--- src/include/ex_consts.svh ---
// Execute stage constants
`ifndef EX_CONSTS_SVH
`define EX_CONSTS_SVH

//////////////////////////////
// Datapath widths
//////////////////////////////

// Data word width
`define EX_XLEN      32
// Register file address width
`define EX_RADDR_W   6
// Shift amount width
`define EX_SHAMT_W   5

// Opcode widths
`define EX_ALU_OP_W  4
`define EX_MUL_OP_W  3

//////////////////////////////
// Reset values
//////////////////////////////

// EX/WB address after reset
`define EX_RADDR_RST 6'd0

`endif
--- src/design/ex_pkg.sv ---
// Execute stage types
`include "ex_consts.svh"

package ex_pkg;

  // Operand and result word
  typedef logic [`EX_XLEN-1:0] word_t;

  // Register file address
  typedef logic [`EX_RADDR_W-1:0] reg_addr_t;

  // ALU operations
  typedef enum logic [`EX_ALU_OP_W-1:0] {
    ALU_ADD  = 4'h0,
    ALU_SUB  = 4'h1,
    ALU_AND  = 4'h2,
    ALU_OR   = 4'h3,
    ALU_XOR  = 4'h4,
    ALU_SLL  = 4'h5,
    ALU_SRL  = 4'h6,
    ALU_SRA  = 4'h7,
    ALU_SLT  = 4'h8,
    ALU_SLTU = 4'h9,
    // Branch conditions
    ALU_EQ   = 4'ha,
    ALU_NE   = 4'hb,
    ALU_LT   = 4'hc,
    ALU_GE   = 4'hd,
    ALU_LTU  = 4'he,
    ALU_GEU  = 4'hf
  } alu_op_e;

  // Multiplier operations
  typedef enum logic [`EX_MUL_OP_W-1:0] {
    MUL_MUL    = 3'd0,
    MUL_MAC    = 3'd1,
    MUL_MULH   = 3'd2,
    MUL_MULHSU = 3'd3,
    MUL_MULHU  = 3'd4
  } mul_op_e;

endpackage

--- src/design/ex_stage.sv ---
// Execute stage top level
`timescale 1ns/100ps
`include "ex_consts.svh"

module ex_stage (
  input  logic              clk,
  input  logic              rst_n,
  // ALU operation from decode
  input  ex_pkg::alu_op_e   alu_operator_i,
  input  ex_pkg::word_t     alu_operand_a_i,
  input  ex_pkg::word_t     alu_operand_b_i,
  input  ex_pkg::word_t     alu_operand_c_i,
  input  logic              alu_en_i,
  // Multiplier operation from decode
  input  ex_pkg::mul_op_e   mult_operator_i,
  input  ex_pkg::word_t     mult_operand_a_i,
  input  ex_pkg::word_t     mult_operand_b_i,
  input  ex_pkg::word_t     mult_operand_c_i,
  input  logic              mult_en_i,
  // CSR access
  input  logic              csr_access_i,
  input  ex_pkg::word_t     csr_rdata_i,
  input  logic              branch_in_ex_i,
  // Destination registers
  input  ex_pkg::reg_addr_t regfile_alu_waddr_i,
  input  logic              regfile_alu_we_i,
  input  ex_pkg::reg_addr_t regfile_waddr_i,
  input  logic              regfile_we_i,
  // Load/store unit
  input  logic              lsu_en_i,
  input  ex_pkg::word_t     lsu_rdata_i,
  input  logic              lsu_ready_ex_i,
  input  logic              lsu_err_i,
  input  logic              wb_ready_i,
  // Forwarding port to decode
  output ex_pkg::reg_addr_t regfile_alu_waddr_fw_o,
  output logic              regfile_alu_we_fw_o,
  output ex_pkg::word_t     regfile_alu_wdata_fw_o,
  // Writeback port
  output ex_pkg::reg_addr_t regfile_waddr_wb_o,
  output logic              regfile_we_wb_o,
  output ex_pkg::word_t     regfile_wdata_wb_o,
  // Branch resolution to fetch
  output ex_pkg::word_t     jump_target_o,
  output logic              branch_decision_o,
  output logic              mult_multicycle_o,
  output logic              ex_ready_o,
  output logic              ex_valid_o
);

  import ex_pkg::*;

  word_t alu_result;
  logic  alu_cmp_result;
  word_t mult_result;
  logic  mult_ready;

  // Branch decision comes straight from the compare
  assign branch_decision_o = alu_cmp_result;
  assign jump_target_o     = alu_operand_c_i;

  //////////////////////////////
  // Units
  //////////////////////////////

  ex_alu alu0 (
    .operator_i   (alu_operator_i),
    .operand_a_i  (alu_operand_a_i),
    .operand_b_i  (alu_operand_b_i),
    .result_o     (alu_result),
    .cmp_result_o (alu_cmp_result)
  );

  ex_mult mult0 (
    .clk          (clk),
    .rst_n        (rst_n),
    .enable_i     (mult_en_i),
    .operator_i   (mult_operator_i),
    .op_a_i       (mult_operand_a_i),
    .op_b_i       (mult_operand_b_i),
    .op_c_i       (mult_operand_c_i),
    // Stage ready releases the high-half result
    .ex_ready_i   (ex_ready_o),
    .result_o     (mult_result),
    .multicycle_o (mult_multicycle_o),
    .ready_o      (mult_ready)
  );

  ex_writeback wb0 (
    .clk                    (clk),
    .rst_n                  (rst_n),
    .alu_en_i               (alu_en_i),
    .mult_en_i              (mult_en_i),
    .csr_access_i           (csr_access_i),
    .alu_result_i           (alu_result),
    .mult_result_i          (mult_result),
    .csr_rdata_i            (csr_rdata_i),
    .mult_ready_i           (mult_ready),
    .regfile_alu_waddr_i    (regfile_alu_waddr_i),
    .regfile_alu_we_i       (regfile_alu_we_i),
    .regfile_waddr_i        (regfile_waddr_i),
    .regfile_we_i           (regfile_we_i),
    .lsu_en_i               (lsu_en_i),
    .lsu_rdata_i            (lsu_rdata_i),
    .lsu_ready_ex_i         (lsu_ready_ex_i),
    .lsu_err_i              (lsu_err_i),
    .branch_in_ex_i         (branch_in_ex_i),
    .wb_ready_i             (wb_ready_i),
    .regfile_alu_waddr_fw_o (regfile_alu_waddr_fw_o),
    .regfile_alu_we_fw_o    (regfile_alu_we_fw_o),
    .regfile_alu_wdata_fw_o (regfile_alu_wdata_fw_o),
    .regfile_waddr_wb_o     (regfile_waddr_wb_o),
    .regfile_we_wb_o        (regfile_we_wb_o),
    .regfile_wdata_wb_o     (regfile_wdata_wb_o),
    .ex_ready_o             (ex_ready_o),
    .ex_valid_o             (ex_valid_o)
  );

endmodule

--- src/design/ex_writeback.sv ---
// Execute stage write ports and strobes
`timescale 1ns/100ps
`include "ex_consts.svh"

module ex_writeback (
  input  logic              clk,
  input  logic              rst_n,
  input  logic              alu_en_i,
  input  logic              mult_en_i,
  input  logic              csr_access_i,
  input  ex_pkg::word_t     alu_result_i,
  input  ex_pkg::word_t     mult_result_i,
  input  ex_pkg::word_t     csr_rdata_i,
  input  logic              mult_ready_i,
  input  ex_pkg::reg_addr_t regfile_alu_waddr_i,
  input  logic              regfile_alu_we_i,
  input  ex_pkg::reg_addr_t regfile_waddr_i,
  input  logic              regfile_we_i,
  input  logic              lsu_en_i,
  input  ex_pkg::word_t     lsu_rdata_i,
  input  logic              lsu_ready_ex_i,
  input  logic              lsu_err_i,
  input  logic              branch_in_ex_i,
  input  logic              wb_ready_i,
  output ex_pkg::reg_addr_t regfile_alu_waddr_fw_o,
  output logic              regfile_alu_we_fw_o,
  output ex_pkg::word_t     regfile_alu_wdata_fw_o,
  output ex_pkg::reg_addr_t regfile_waddr_wb_o,
  output logic              regfile_we_wb_o,
  output ex_pkg::word_t     regfile_wdata_wb_o,
  output logic              ex_ready_o,
  output logic              ex_valid_o
);

  import ex_pkg::*;

  reg_addr_t waddr_lsu_q;
  logic      we_lsu_q;
  logic      lsu_we_kept;
  logic      units_ready;

  //////////////////////////////
  // ALU write port
  //////////////////////////////

  // CSR data first then multiplier then ALU
  always_comb begin
    if (csr_access_i) begin
      regfile_alu_wdata_fw_o = csr_rdata_i;
    end else if (mult_en_i) begin
      regfile_alu_wdata_fw_o = mult_result_i;
    end else if (alu_en_i) begin
      regfile_alu_wdata_fw_o = alu_result_i;
    end else begin
      regfile_alu_wdata_fw_o = {`EX_XLEN{1'b0}};
    end
  end

  assign regfile_alu_waddr_fw_o = regfile_alu_waddr_i;
  assign regfile_alu_we_fw_o    = regfile_alu_we_i;

  //////////////////////////////
  // EX/WB register
  //////////////////////////////

  // A faulting access never writes
  assign lsu_we_kept = regfile_we_i & ~lsu_err_i;

  always_ff @(posedge clk or negedge rst_n) begin
    if (!rst_n) begin
      we_lsu_q    <= 1'b0;
      waddr_lsu_q <= `EX_RADDR_RST;
    end else if (ex_valid_o) begin
      we_lsu_q <= lsu_we_kept;
      if (lsu_we_kept) begin
        waddr_lsu_q <= regfile_waddr_i;
      end
    end else if (wb_ready_i) begin
      // Nothing new so flush the stale write
      we_lsu_q <= 1'b0;
    end
  end

  assign regfile_waddr_wb_o = waddr_lsu_q;
  assign regfile_we_wb_o    = we_lsu_q;
  // Load data goes straight through
  assign regfile_wdata_wb_o = lsu_rdata_i;

  //////////////////////////////
  // Stage strobes
  //////////////////////////////

  assign units_ready = mult_ready_i & lsu_ready_ex_i & wb_ready_i;

  // Branches resolve here so they never wait on writeback
  assign ex_ready_o = units_ready | branch_in_ex_i;
  assign ex_valid_o = (alu_en_i | mult_en_i | csr_access_i | lsu_en_i) & units_ready;

endmodule

--- src/design/ex_mult.sv ---
// Integer multiplier
`timescale 1ns/100ps
`include "ex_consts.svh"

module ex_mult (
  input  logic            clk,
  input  logic            rst_n,
  input  logic            enable_i,
  input  ex_pkg::mul_op_e operator_i,
  input  ex_pkg::word_t   op_a_i,
  input  ex_pkg::word_t   op_b_i,
  input  ex_pkg::word_t   op_c_i,
  input  logic            ex_ready_i,
  output ex_pkg::word_t   result_o,
  output logic            multicycle_o,
  output logic            ready_o
);

  import ex_pkg::*;

  // High-half controller states
  typedef enum logic {
    ST_IDLE,
    ST_HIGH
  } mult_state_e;

  mult_state_e                  state_q;
  mult_state_e                  state_d;

  logic                         is_high;
  logic                         start_high;
  logic                         a_sign;
  logic                         b_sign;
  logic signed [2*`EX_XLEN-1:0] op_a_ext;
  logic signed [2*`EX_XLEN-1:0] op_b_ext;
  logic signed [2*`EX_XLEN-1:0] prod_full;
  logic [2*`EX_XLEN-1:0]        prod_q;
  word_t                        low_result;

  //////////////////////////////
  // Single cycle path
  //////////////////////////////

  // Low word of a * b, plus c for MAC
  always_comb begin
    if (operator_i == MUL_MAC) begin
      low_result = op_a_i * op_b_i + op_c_i;
    end else begin
      low_result = op_a_i * op_b_i;
    end
  end

  //////////////////////////////
  // High-half path
  //////////////////////////////

  assign is_high = (operator_i inside {MUL_MULH, MUL_MULHSU, MUL_MULHU});

  // Operand a signed for MULH and MULHSU
  assign a_sign = ((operator_i == MUL_MULH) || (operator_i == MUL_MULHSU))
                  & op_a_i[`EX_XLEN-1];
  // Operand b signed only for MULH
  assign b_sign = (operator_i == MUL_MULH) & op_b_i[`EX_XLEN-1];

  // Double width operands give the full product directly
  assign op_a_ext  = {{`EX_XLEN{a_sign}}, op_a_i};
  assign op_b_ext  = {{`EX_XLEN{b_sign}}, op_b_i};
  assign prod_full = op_a_ext * op_b_ext;

  // First cycle of a high-half op
  assign start_high = enable_i & is_high & (state_q == ST_IDLE);

  always_comb begin
    state_d = state_q;
    case (state_q)
      ST_IDLE: if (start_high) state_d = ST_HIGH;
      // Leave once EX hands the op on
      ST_HIGH: if (ex_ready_i) state_d = ST_IDLE;
      default: state_d = ST_IDLE;
    endcase
  end

  always_ff @(posedge clk or negedge rst_n) begin
    if (!rst_n) begin
      state_q <= ST_IDLE;
    end else begin
      state_q <= state_d;
    end
  end

  // Full product held for the second cycle
  always_ff @(posedge clk) begin
    if (start_high) begin
      prod_q <= prod_full;
    end
  end

  // Outputs
  assign multicycle_o = start_high;
  assign ready_o      = ~start_high;
  assign result_o     = (state_q == ST_HIGH) ? prod_q[2*`EX_XLEN-1:`EX_XLEN] : low_result;

endmodule

--- src/design/ex_alu.sv ---
// Integer ALU
`timescale 1ns/100ps
`include "ex_consts.svh"

module ex_alu (
  input  ex_pkg::alu_op_e operator_i,
  input  ex_pkg::word_t   operand_a_i,
  input  ex_pkg::word_t   operand_b_i,
  output ex_pkg::word_t   result_o,
  output logic            cmp_result_o
);

  import ex_pkg::*;

  // Shared adder and subtractor
  logic                    adder_sub;
  word_t                   adder_op_b;
  logic [`EX_XLEN:0]       adder_full;
  word_t                   adder_result;
  logic                    adder_carry;

  // Compare flags
  logic                    is_equal;
  logic                    is_less_s;
  logic                    is_less_u;

  // Barrel shifter
  logic                    shift_left;
  logic                    shift_fill;
  logic [`EX_SHAMT_W-1:0]  shift_amt;
  word_t                   shift_op;
  logic [`EX_XLEN:0]       shift_ext;
  word_t                   shift_right_res;
  word_t                   shift_result;

  // Mirror a word so that one right shifter also does left shifts
  function automatic word_t bit_reverse(input word_t value);
    word_t rev;
    for (int i = 0; i < `EX_XLEN; i++) begin
      rev[i] = value[`EX_XLEN-1-i];
    end
    return rev;
  endfunction

  //////////////////////////////
  // Adder
  //////////////////////////////

  // Everything except ADD subtracts
  assign adder_sub    = (operator_i != ALU_ADD);
  assign adder_op_b   = adder_sub ? ~operand_b_i : operand_b_i;
  assign adder_full   = {1'b0, operand_a_i} + {1'b0, adder_op_b}
                      + {{`EX_XLEN{1'b0}}, adder_sub};
  assign adder_result = adder_full[`EX_XLEN-1:0];
  assign adder_carry  = adder_full[`EX_XLEN];

  // Flags from a - b
  assign is_equal  = (adder_result == '0);
  // No borrow means a >= b unsigned
  assign is_less_u = ~adder_carry;
  // Differing signs decide directly, else sign of difference
  assign is_less_s = (operand_a_i[`EX_XLEN-1] ^ operand_b_i[`EX_XLEN-1]) ?
                     operand_a_i[`EX_XLEN-1] : adder_result[`EX_XLEN-1];

  //////////////////////////////
  // Shifter
  //////////////////////////////

  assign shift_left      = (operator_i == ALU_SLL);
  assign shift_amt       = operand_b_i[`EX_SHAMT_W-1:0];
  // Sign fill only for arithmetic right shift
  assign shift_fill      = (operator_i == ALU_SRA) & operand_a_i[`EX_XLEN-1];
  assign shift_op        = shift_left ? bit_reverse(operand_a_i) : operand_a_i;
  assign shift_ext       = $signed({shift_fill, shift_op}) >>> shift_amt;
  assign shift_right_res = shift_ext[`EX_XLEN-1:0];
  assign shift_result    = shift_left ? bit_reverse(shift_right_res) : shift_right_res;

  //////////////////////////////
  // Compare and result muxes
  //////////////////////////////

  // Branch condition or less-than bit
  always_comb begin
    cmp_result_o = 1'b0;
    case (operator_i)
      ALU_EQ:           cmp_result_o = is_equal;
      ALU_NE:           cmp_result_o = ~is_equal;
      ALU_LT, ALU_SLT:  cmp_result_o = is_less_s;
      ALU_GE:           cmp_result_o = ~is_less_s;
      ALU_LTU, ALU_SLTU: cmp_result_o = is_less_u;
      ALU_GEU:          cmp_result_o = ~is_less_u;
      default:          cmp_result_o = 1'b0;
    endcase
  end

  always_comb begin
    result_o = '0;
    case (operator_i)
      ALU_ADD, ALU_SUB:          result_o = adder_result;
      ALU_AND:                   result_o = operand_a_i & operand_b_i;
      ALU_OR:                    result_o = operand_a_i | operand_b_i;
      ALU_XOR:                   result_o = operand_a_i ^ operand_b_i;
      ALU_SLL, ALU_SRL, ALU_SRA: result_o = shift_result;
      // Compares return the flag zero extended
      default:                   result_o = {{(`EX_XLEN-1){1'b0}}, cmp_result_o};
    endcase
  end

endmodule

--- config.mk ---
export PLATFORM = sky130hd
export DESIGN_NAME = ex_stage
export DESIGN_NICKNAME = d
export VERILOG_FILES = /design/src/design/ex_pkg.sv /design/src/design/ex_stage.sv /design/src/design/ex_writeback.sv /design/src/design/ex_mult.sv /design/src/design/ex_alu.sv
export VERILOG_INCLUDE_DIRS = /design/src /design/src/include
export SDC_FILE = /design/constraint.sdc
export NUM_CORES = 2
export LEC_CHECK = 0
export BUFFER_PORTS_ARGS = -buffer_cell sky130_fd_sc_hd__buf_2
export CELL_PAD_IN_SITES_DETAIL_PLACEMENT = 1
export CELL_PAD_IN_SITES_GLOBAL_PLACEMENT = 1
export CORE_ASPECT_RATIO = 1.5
export CORE_UTILIZATION = 55
export CTS_CLUSTER_SIZE = 30
export DETAILED_ROUTE_END_ITERATION = 10
export PLACE_DENSITY_LB_ADDON = 0.1
export SLEW_MARGIN = 25
export SYNTH_ARGS = -nofsm -noshare
export SYNTH_HDL_FRONTEND = slang
export SYNTH_SLANG_ARGS = --single-unit
--- constraint.sdc ---
create_clock -name clk -period 24.3 [get_ports clk]
set_input_delay 4.86 -clock clk [delete_from_list [all_inputs] [get_ports clk]]
set_output_delay 4.86 -clock clk [all_outputs]
set_load 0.005 [all_outputs]
# Word level (Yosys, flattened, before mapping)
# Index checks and enable logic that the tools add are counted.
# W data, S select, Z words.
[totals]
reg_bits = 72
inputBits = 287
word_cells = 80
[classes]
n_addsub = 3
multipliers = 2
eq_ne = 19
shift = 1
mux = 16
bitwise = 24
reduce_logical = 11
[ops]
columns = ["cell", "count"]
rows = [
  ["$mux W32", 8],
  ["$pmux W32 S5", 1],
  ["$mul A33 B33 Y64", 1],
  ["$add A32 B32 Y33", 1],
  ["$add A33 B1 Y33", 1],
  ["$sshr A33 B5 Y32", 1],
  ["$add A32 B32 Y32", 1],
  ["$and A32 B32 Y32", 1],
  ["$eq A4 B4 Y1 const B", 8],
  ["$logic_not A32 Y1", 1],
  ["$mul A32 B32 Y32", 1],
  ["$not A32 Y32", 1],
  ["$or A32 B32 Y32", 1],
  ["$xor A32 B32 Y32", 1],
  ["$eq A4 B3 Y1 const B", 4],
  ["$and A1 B1 Y1", 9],
  ["$eq A4 B2 Y1 const B", 2],
  ["$eq A3 B2 Y1 const B", 2],
  ["$not A1 Y1", 6],
  ["$pmux W1 S6", 1],
  ["$reduce_or A2 Y1", 3],
  ["$mux W1", 5],
  ["$eq A4 B1 Y1 const B", 1],
  ["$logic_not A4 Y1", 1],
  ["other kinds (11)", 14],
]

# Depth between registers and ports, before layout
[logic_depth]
ltp_word = 11
depth_mapped = 35

# By module
# A second synthesis with hierarchy kept.
[unflattened]
hier_cells = 6684
area_unflattened_um2 = 61006.0
[modules_own_cells]
columns = ["mod", "n_inst", "cells_each", "area_per_inst_um2", "seq_area_each_um2"]
rows = [
  ["ex_mult", 1, 5524, 52865.7, 985.9],
  ["ex_alu", 1, 956, 6691.4, 0.0],
  ["ex_writeback", 1, 172, 1208.7, 175.2],
  ["ex_stage", 1, 32, 240.2, 0.0],
]

# Least setup slack after synthesis
# No wires, ideal clock.
[synth_path]
path_type = "input port to output port"
startpoint = "input mult_operand_a_i[9]"
endpoint = "output regfile_alu_wdata_fw_o[31]"
t_arrival_ns = 12.892
setup_slack_ns = 6.548
path_stages = 32
path_buffers = 1
cell_sequence = "clkbuf_1 nand2_1 inv_1 fa_1 fa_1 fa_1 inv_1 fa_1 inv_1 ha_1 ha_1 fa_1 fa_1 ha_1 a21o_1 a21o_1 a21o_1 a41oi_1 o21ai_0 a2111oi_0 o31ai_1 xnor2_1 ha_1 a21o_1 a211oi_1 a2bb2oi_1 o211ai_1 and3_1 o31a_1 nor3_1 xnor2_1 o32ai_1"
[synth_between]
elab_chain_len = 6
[synth_lines]
columns = ["element", "line_no", "text"]
rows = [
  ["start: declaration", "ex_stage.sv:16", "input ex_pkg::word_t mult_operand_a_i,"],
  ["$mul A32 B32 Y32 *", "ex_mult.sv:47, ex_mult.sv:49", ""],
  ["$add A32 B32 Y32", "ex_mult.sv:47", "low_result = op_a_i * op_b_i + op_c_i;"],
  ["$mux W32 *", "ex_mult.sv:46", "if (operator_i == MUL_MAC) begin"],
  ["$mux W32 *", "ex_mult.sv:101", "assign result_o = (state_q == ST_HIGH) ? prod_q[2*`EX_XLEN-1:`EX_XLEN] : low_result;"],
  ["$mux W32 *", "ex_writeback.sv:50", "end else if (mult_en_i) begin"],
  ["$mux W32 *", "ex_writeback.sv:48", "if (csr_access_i) begin"],
  ["end: declaration", "ex_stage.sv:38", "output ex_pkg::word_t regfile_alu_wdata_fw_o,"],
]
# Mark *: on every way between the ends. The rest lies on a longest branch, timed or not.

# Final worst setup path
[layout_path]
startpoint = "input mult_operand_a_i[8]"
endpoint = "output regfile_alu_wdata_fw_o[26]"
# Same word-level chain as after synthesis.

==> flow_summary_export.csv <==
group,metric,value,unit
status,outcome,"finished, final reports clean",
logic_synthesis,synthesis.nets,8854,
drt,post_drt_wl_per_cell,29.6,um
clock_tree,cts_root_buf,"clkbuf_16",
drt,vias_per_cell,6.09,
floorplan,die_y,409,um
logic_synthesis,synth.area.top_cells,"fa_1 50%, inv_1 9.7%, ha_1 9.4%",
clock_tree,clk_path_buf_depth,2,
critical_path,endpoint_kind,"primary output",
logic_synthesis,netlist_instances,6575,
drt,dr_wl_met2,119000,um
drt,vias,48800,
grt,grt-ovfl-total,0,
critical_path,crit_type,"in2out",
grt,grt_max_degree,53,
drt,drt-initial-drc-count,3508,
cells_and_area,drive_above_1_share,6.46,%
drt,firstDrtPassIters,6,
logic_synthesis,synth-seq-cells,40,
grt,grtUsageTotal,43.7,%
timing,rsz0062_at_grt,"no",
hold_path,hold_path_class,"reg2reg",
logic_synthesis,synth_top_area_share,50.5,%
clock_tree,cts.sinks,40,
timing,period_minus_slack,20180,ps
logic_synthesis,synth_cell_type_count,82,
grt,grt_pass1_vias,56800,
logic_synthesis,yosysWarningCount,0,
cells_and_area,filler_cell_count,12700,
critical_path,cp-start-kind,"input port",
clock_tree,cts_htree_levels,2,
timing,fmax,0.0495,GHz
drt,top_layer,"met5",
critical_path,crit_top_cell,"fa_1",
timing,tns,0,ps
placement,hpwl,193000,um
timing,fin_hold_ws,503,ps
placement,place_congestion,1.02,
floorplan,rows,149,
critical_path,slowest_delay,740,ps
critical_path,worstPathArrival,15320,ps
cells_and_area,area_delta_synth_final,3.79,%
critical_path,worstPathRequired,19440,ps
timing,setup_viol,0,
clock_tree,clk_latency,290,ps
drt,postRouteWirelength,237000,um
critical_path,slowest_stage,"a2111oi_0",
clock_tree,post_cts_buffers,0,
drt,ant_nets,0,
logic_synthesis,yosys.area.top_type,"fa_1",
floorplan,initial_core_util,55.4,%
timing,tightestPinTransition,1220,ps
critical_path,cp_max_fo,17,
floorplan,core_area,110000,um^2
timing,finClkSkew,4.49,ps
clock_tree,cts_tree,"built",
logic_synthesis,synth_edf_count,32,
grt,antenna_found_initial,24,
placement,postPlaceCellArea,62900,um^2
clock_tree,ctsResizeCount,0,
logic_synthesis,avgSynthCellArea,9.25,um^2
grt,grt_pass1_wl,354000,um
logic_synthesis,yosysMostFrequentCell,"inv_1",
placement,io_buffers,258,
cells_and_area,final_nets,8839,
floorplan,die-width,274,um
clock_tree,clkTransAtPathRegs,60,ps
drt,drc,0,
logic_synthesis,synthArstFlopShare,20.0,%
flow_run,drv_cap,0,
logic_synthesis,synth_commonest_cells,"1572 x inv_1, 1534 x fa_1, 815 x nand2_1",
timing,relSlewSlack,17.9,%
clock_tree,cts_inserted_buffers,5,
clock_tree,cts_hold_buf,0,
logic_synthesis,synth_flop_cell,"edfxtp_1",
timing,period_share,83.1,%
drt,met3_length,17500,um
timing,finalHoldViolations,0,
drt,met1Wirelength,77700,um
logic_synthesis,yosysSeqAreaShare,1.91,%
logic_synthesis,syn-cell-area,60800,um^2
timing,drv_slew,0,
floorplan,io_pins,401,
cells_and_area,fin_area,63200,um^2
floorplan,dieArea,112000,um^2
worst max-delay path: cells and delay by family:
| family | cells | cell delay [ps] |
|---|---|---|
| compound gates | 13 | 4320 |
| xor+xnor | 2 | 380 |
| fa+ha+maj | 10 | 4130 |
| buf+inv | 5 | 1190 |
| simple gates | 2 | 390 |
state kept, by name (all words and copies together) (netlist names):
register	count
wb0.regfile_we_wb_o	1
wb0.regfile_waddr_wb_o	6
mult0.state_q	1
mult0.prod_q	32
layout make-up:
cell class                 instances  area [um^2]  area share (%)
antenna                           23         57.6          0.0911
timing repair buffer             339         1900            3.01
clock inverter                     3         42.5          0.0674
sequential                        40         1160            1.84
clock buffer                       5          125           0.198
tap                             1434         1790            2.84
multi-input combinational       4598        52200            82.6
inverter                        1576         5920            9.37
routing by layer:
| metal | global-route usage [%] | up-vias |
|---|---|---|
| li1 | - | 19800 |
| met1 | 47.6 | 25600 |
| met2 | 74.2 | 2475 |
| met3 | 7.33 | 905 |
| met4 | 36.3 | 4 |
| met5 | 0 | - |
cells in the final DEF, fill, tap and decap left out, types with 27 or more instances in the layout:
| cell type | instances |
|---|---|
| a221oi_1 | 32 |
| buf_4 | 81 |
| nand2b_1 | 53 |
| inv_1 | 1572 |
| xnor2_1 | 170 |
| nor2_1 | 120 |
| nor3_1 | 51 |
| and2_1 | 399 |
| a22oi_1 | 31 |
| o21a_1 | 30 |
| mux4_2 | 42 |
| a21oi_1 | 155 |
| o21ai_0 | 150 |
| buf_2 | 258 |
| xor2_1 | 34 |
| a31oi_1 | 27 |
| a21o_1 | 67 |
| and3_1 | 38 |
| nand2_1 | 815 |
| ha_1 | 458 |
| edfxtp_1 | 32 |
| fa_1 | 1534 |
| nand3_1 | 41 |
| mux2i_1 | 72 |
path summary, 6_finish.rpt:
kind | from | end | slack (ps) | cells past startpoint
setup / recovery | mult_operand_a_i[8] | regfile_alu_wdata_fw_o[26] | 4120 | 32
hold / removal | wb0.regfile_we_wb_o | wb0.regfile_we_wb_o | 500 | 1
setup reg to reg | mult0.state_q | wb0.regfile_waddr_wb_o[0] | 21740 | 8
hold reg to reg | wb0.regfile_we_wb_o | wb0.regfile_we_wb_o | 500 | 1
max in group asynchronous | rst_n | wb0.regfile_we_wb_o | 19730 | 1
min in group asynchronous | rst_n | wb0.regfile_waddr_wb_o[0] | 4400 | 1
through the flow:
step | std cells | utilization (%) | worst slack, ps
6_report | 8018 | 57.5 | 4120
5_1_grt | 8002 | 57.5 | 3980
4_1_cts | 7995 | 57.5 | 4330
3_5_place_dp | 7987 | 57.3 | 4370
3_3_place_gp | 7987 | 57.3 | 4440
2_1_floorplan | 6575 | - | 6550
logic make-up (layout without fill, tap and decap cells):
group / count (synthesis) / count (layout) / share of synthesized area [%]
fa+ha+maj: 1992 / 1992 / 59.9
mux: 126 / 126 / 2.96
flops: 40 / 40 / 1.91
other cells: 0 / 23 / 0
xor+xnor: 205 / 205 / 2.95
compound gates: 680 / 680 / 7.39
simple gates: 1595 / 1595 / 12.5
buf+inv: 1937 / 1923 / 12.4
Power is not shown: default switching activity piles up to over one toggle a cycle in this logic, so the estimate is an artifact.
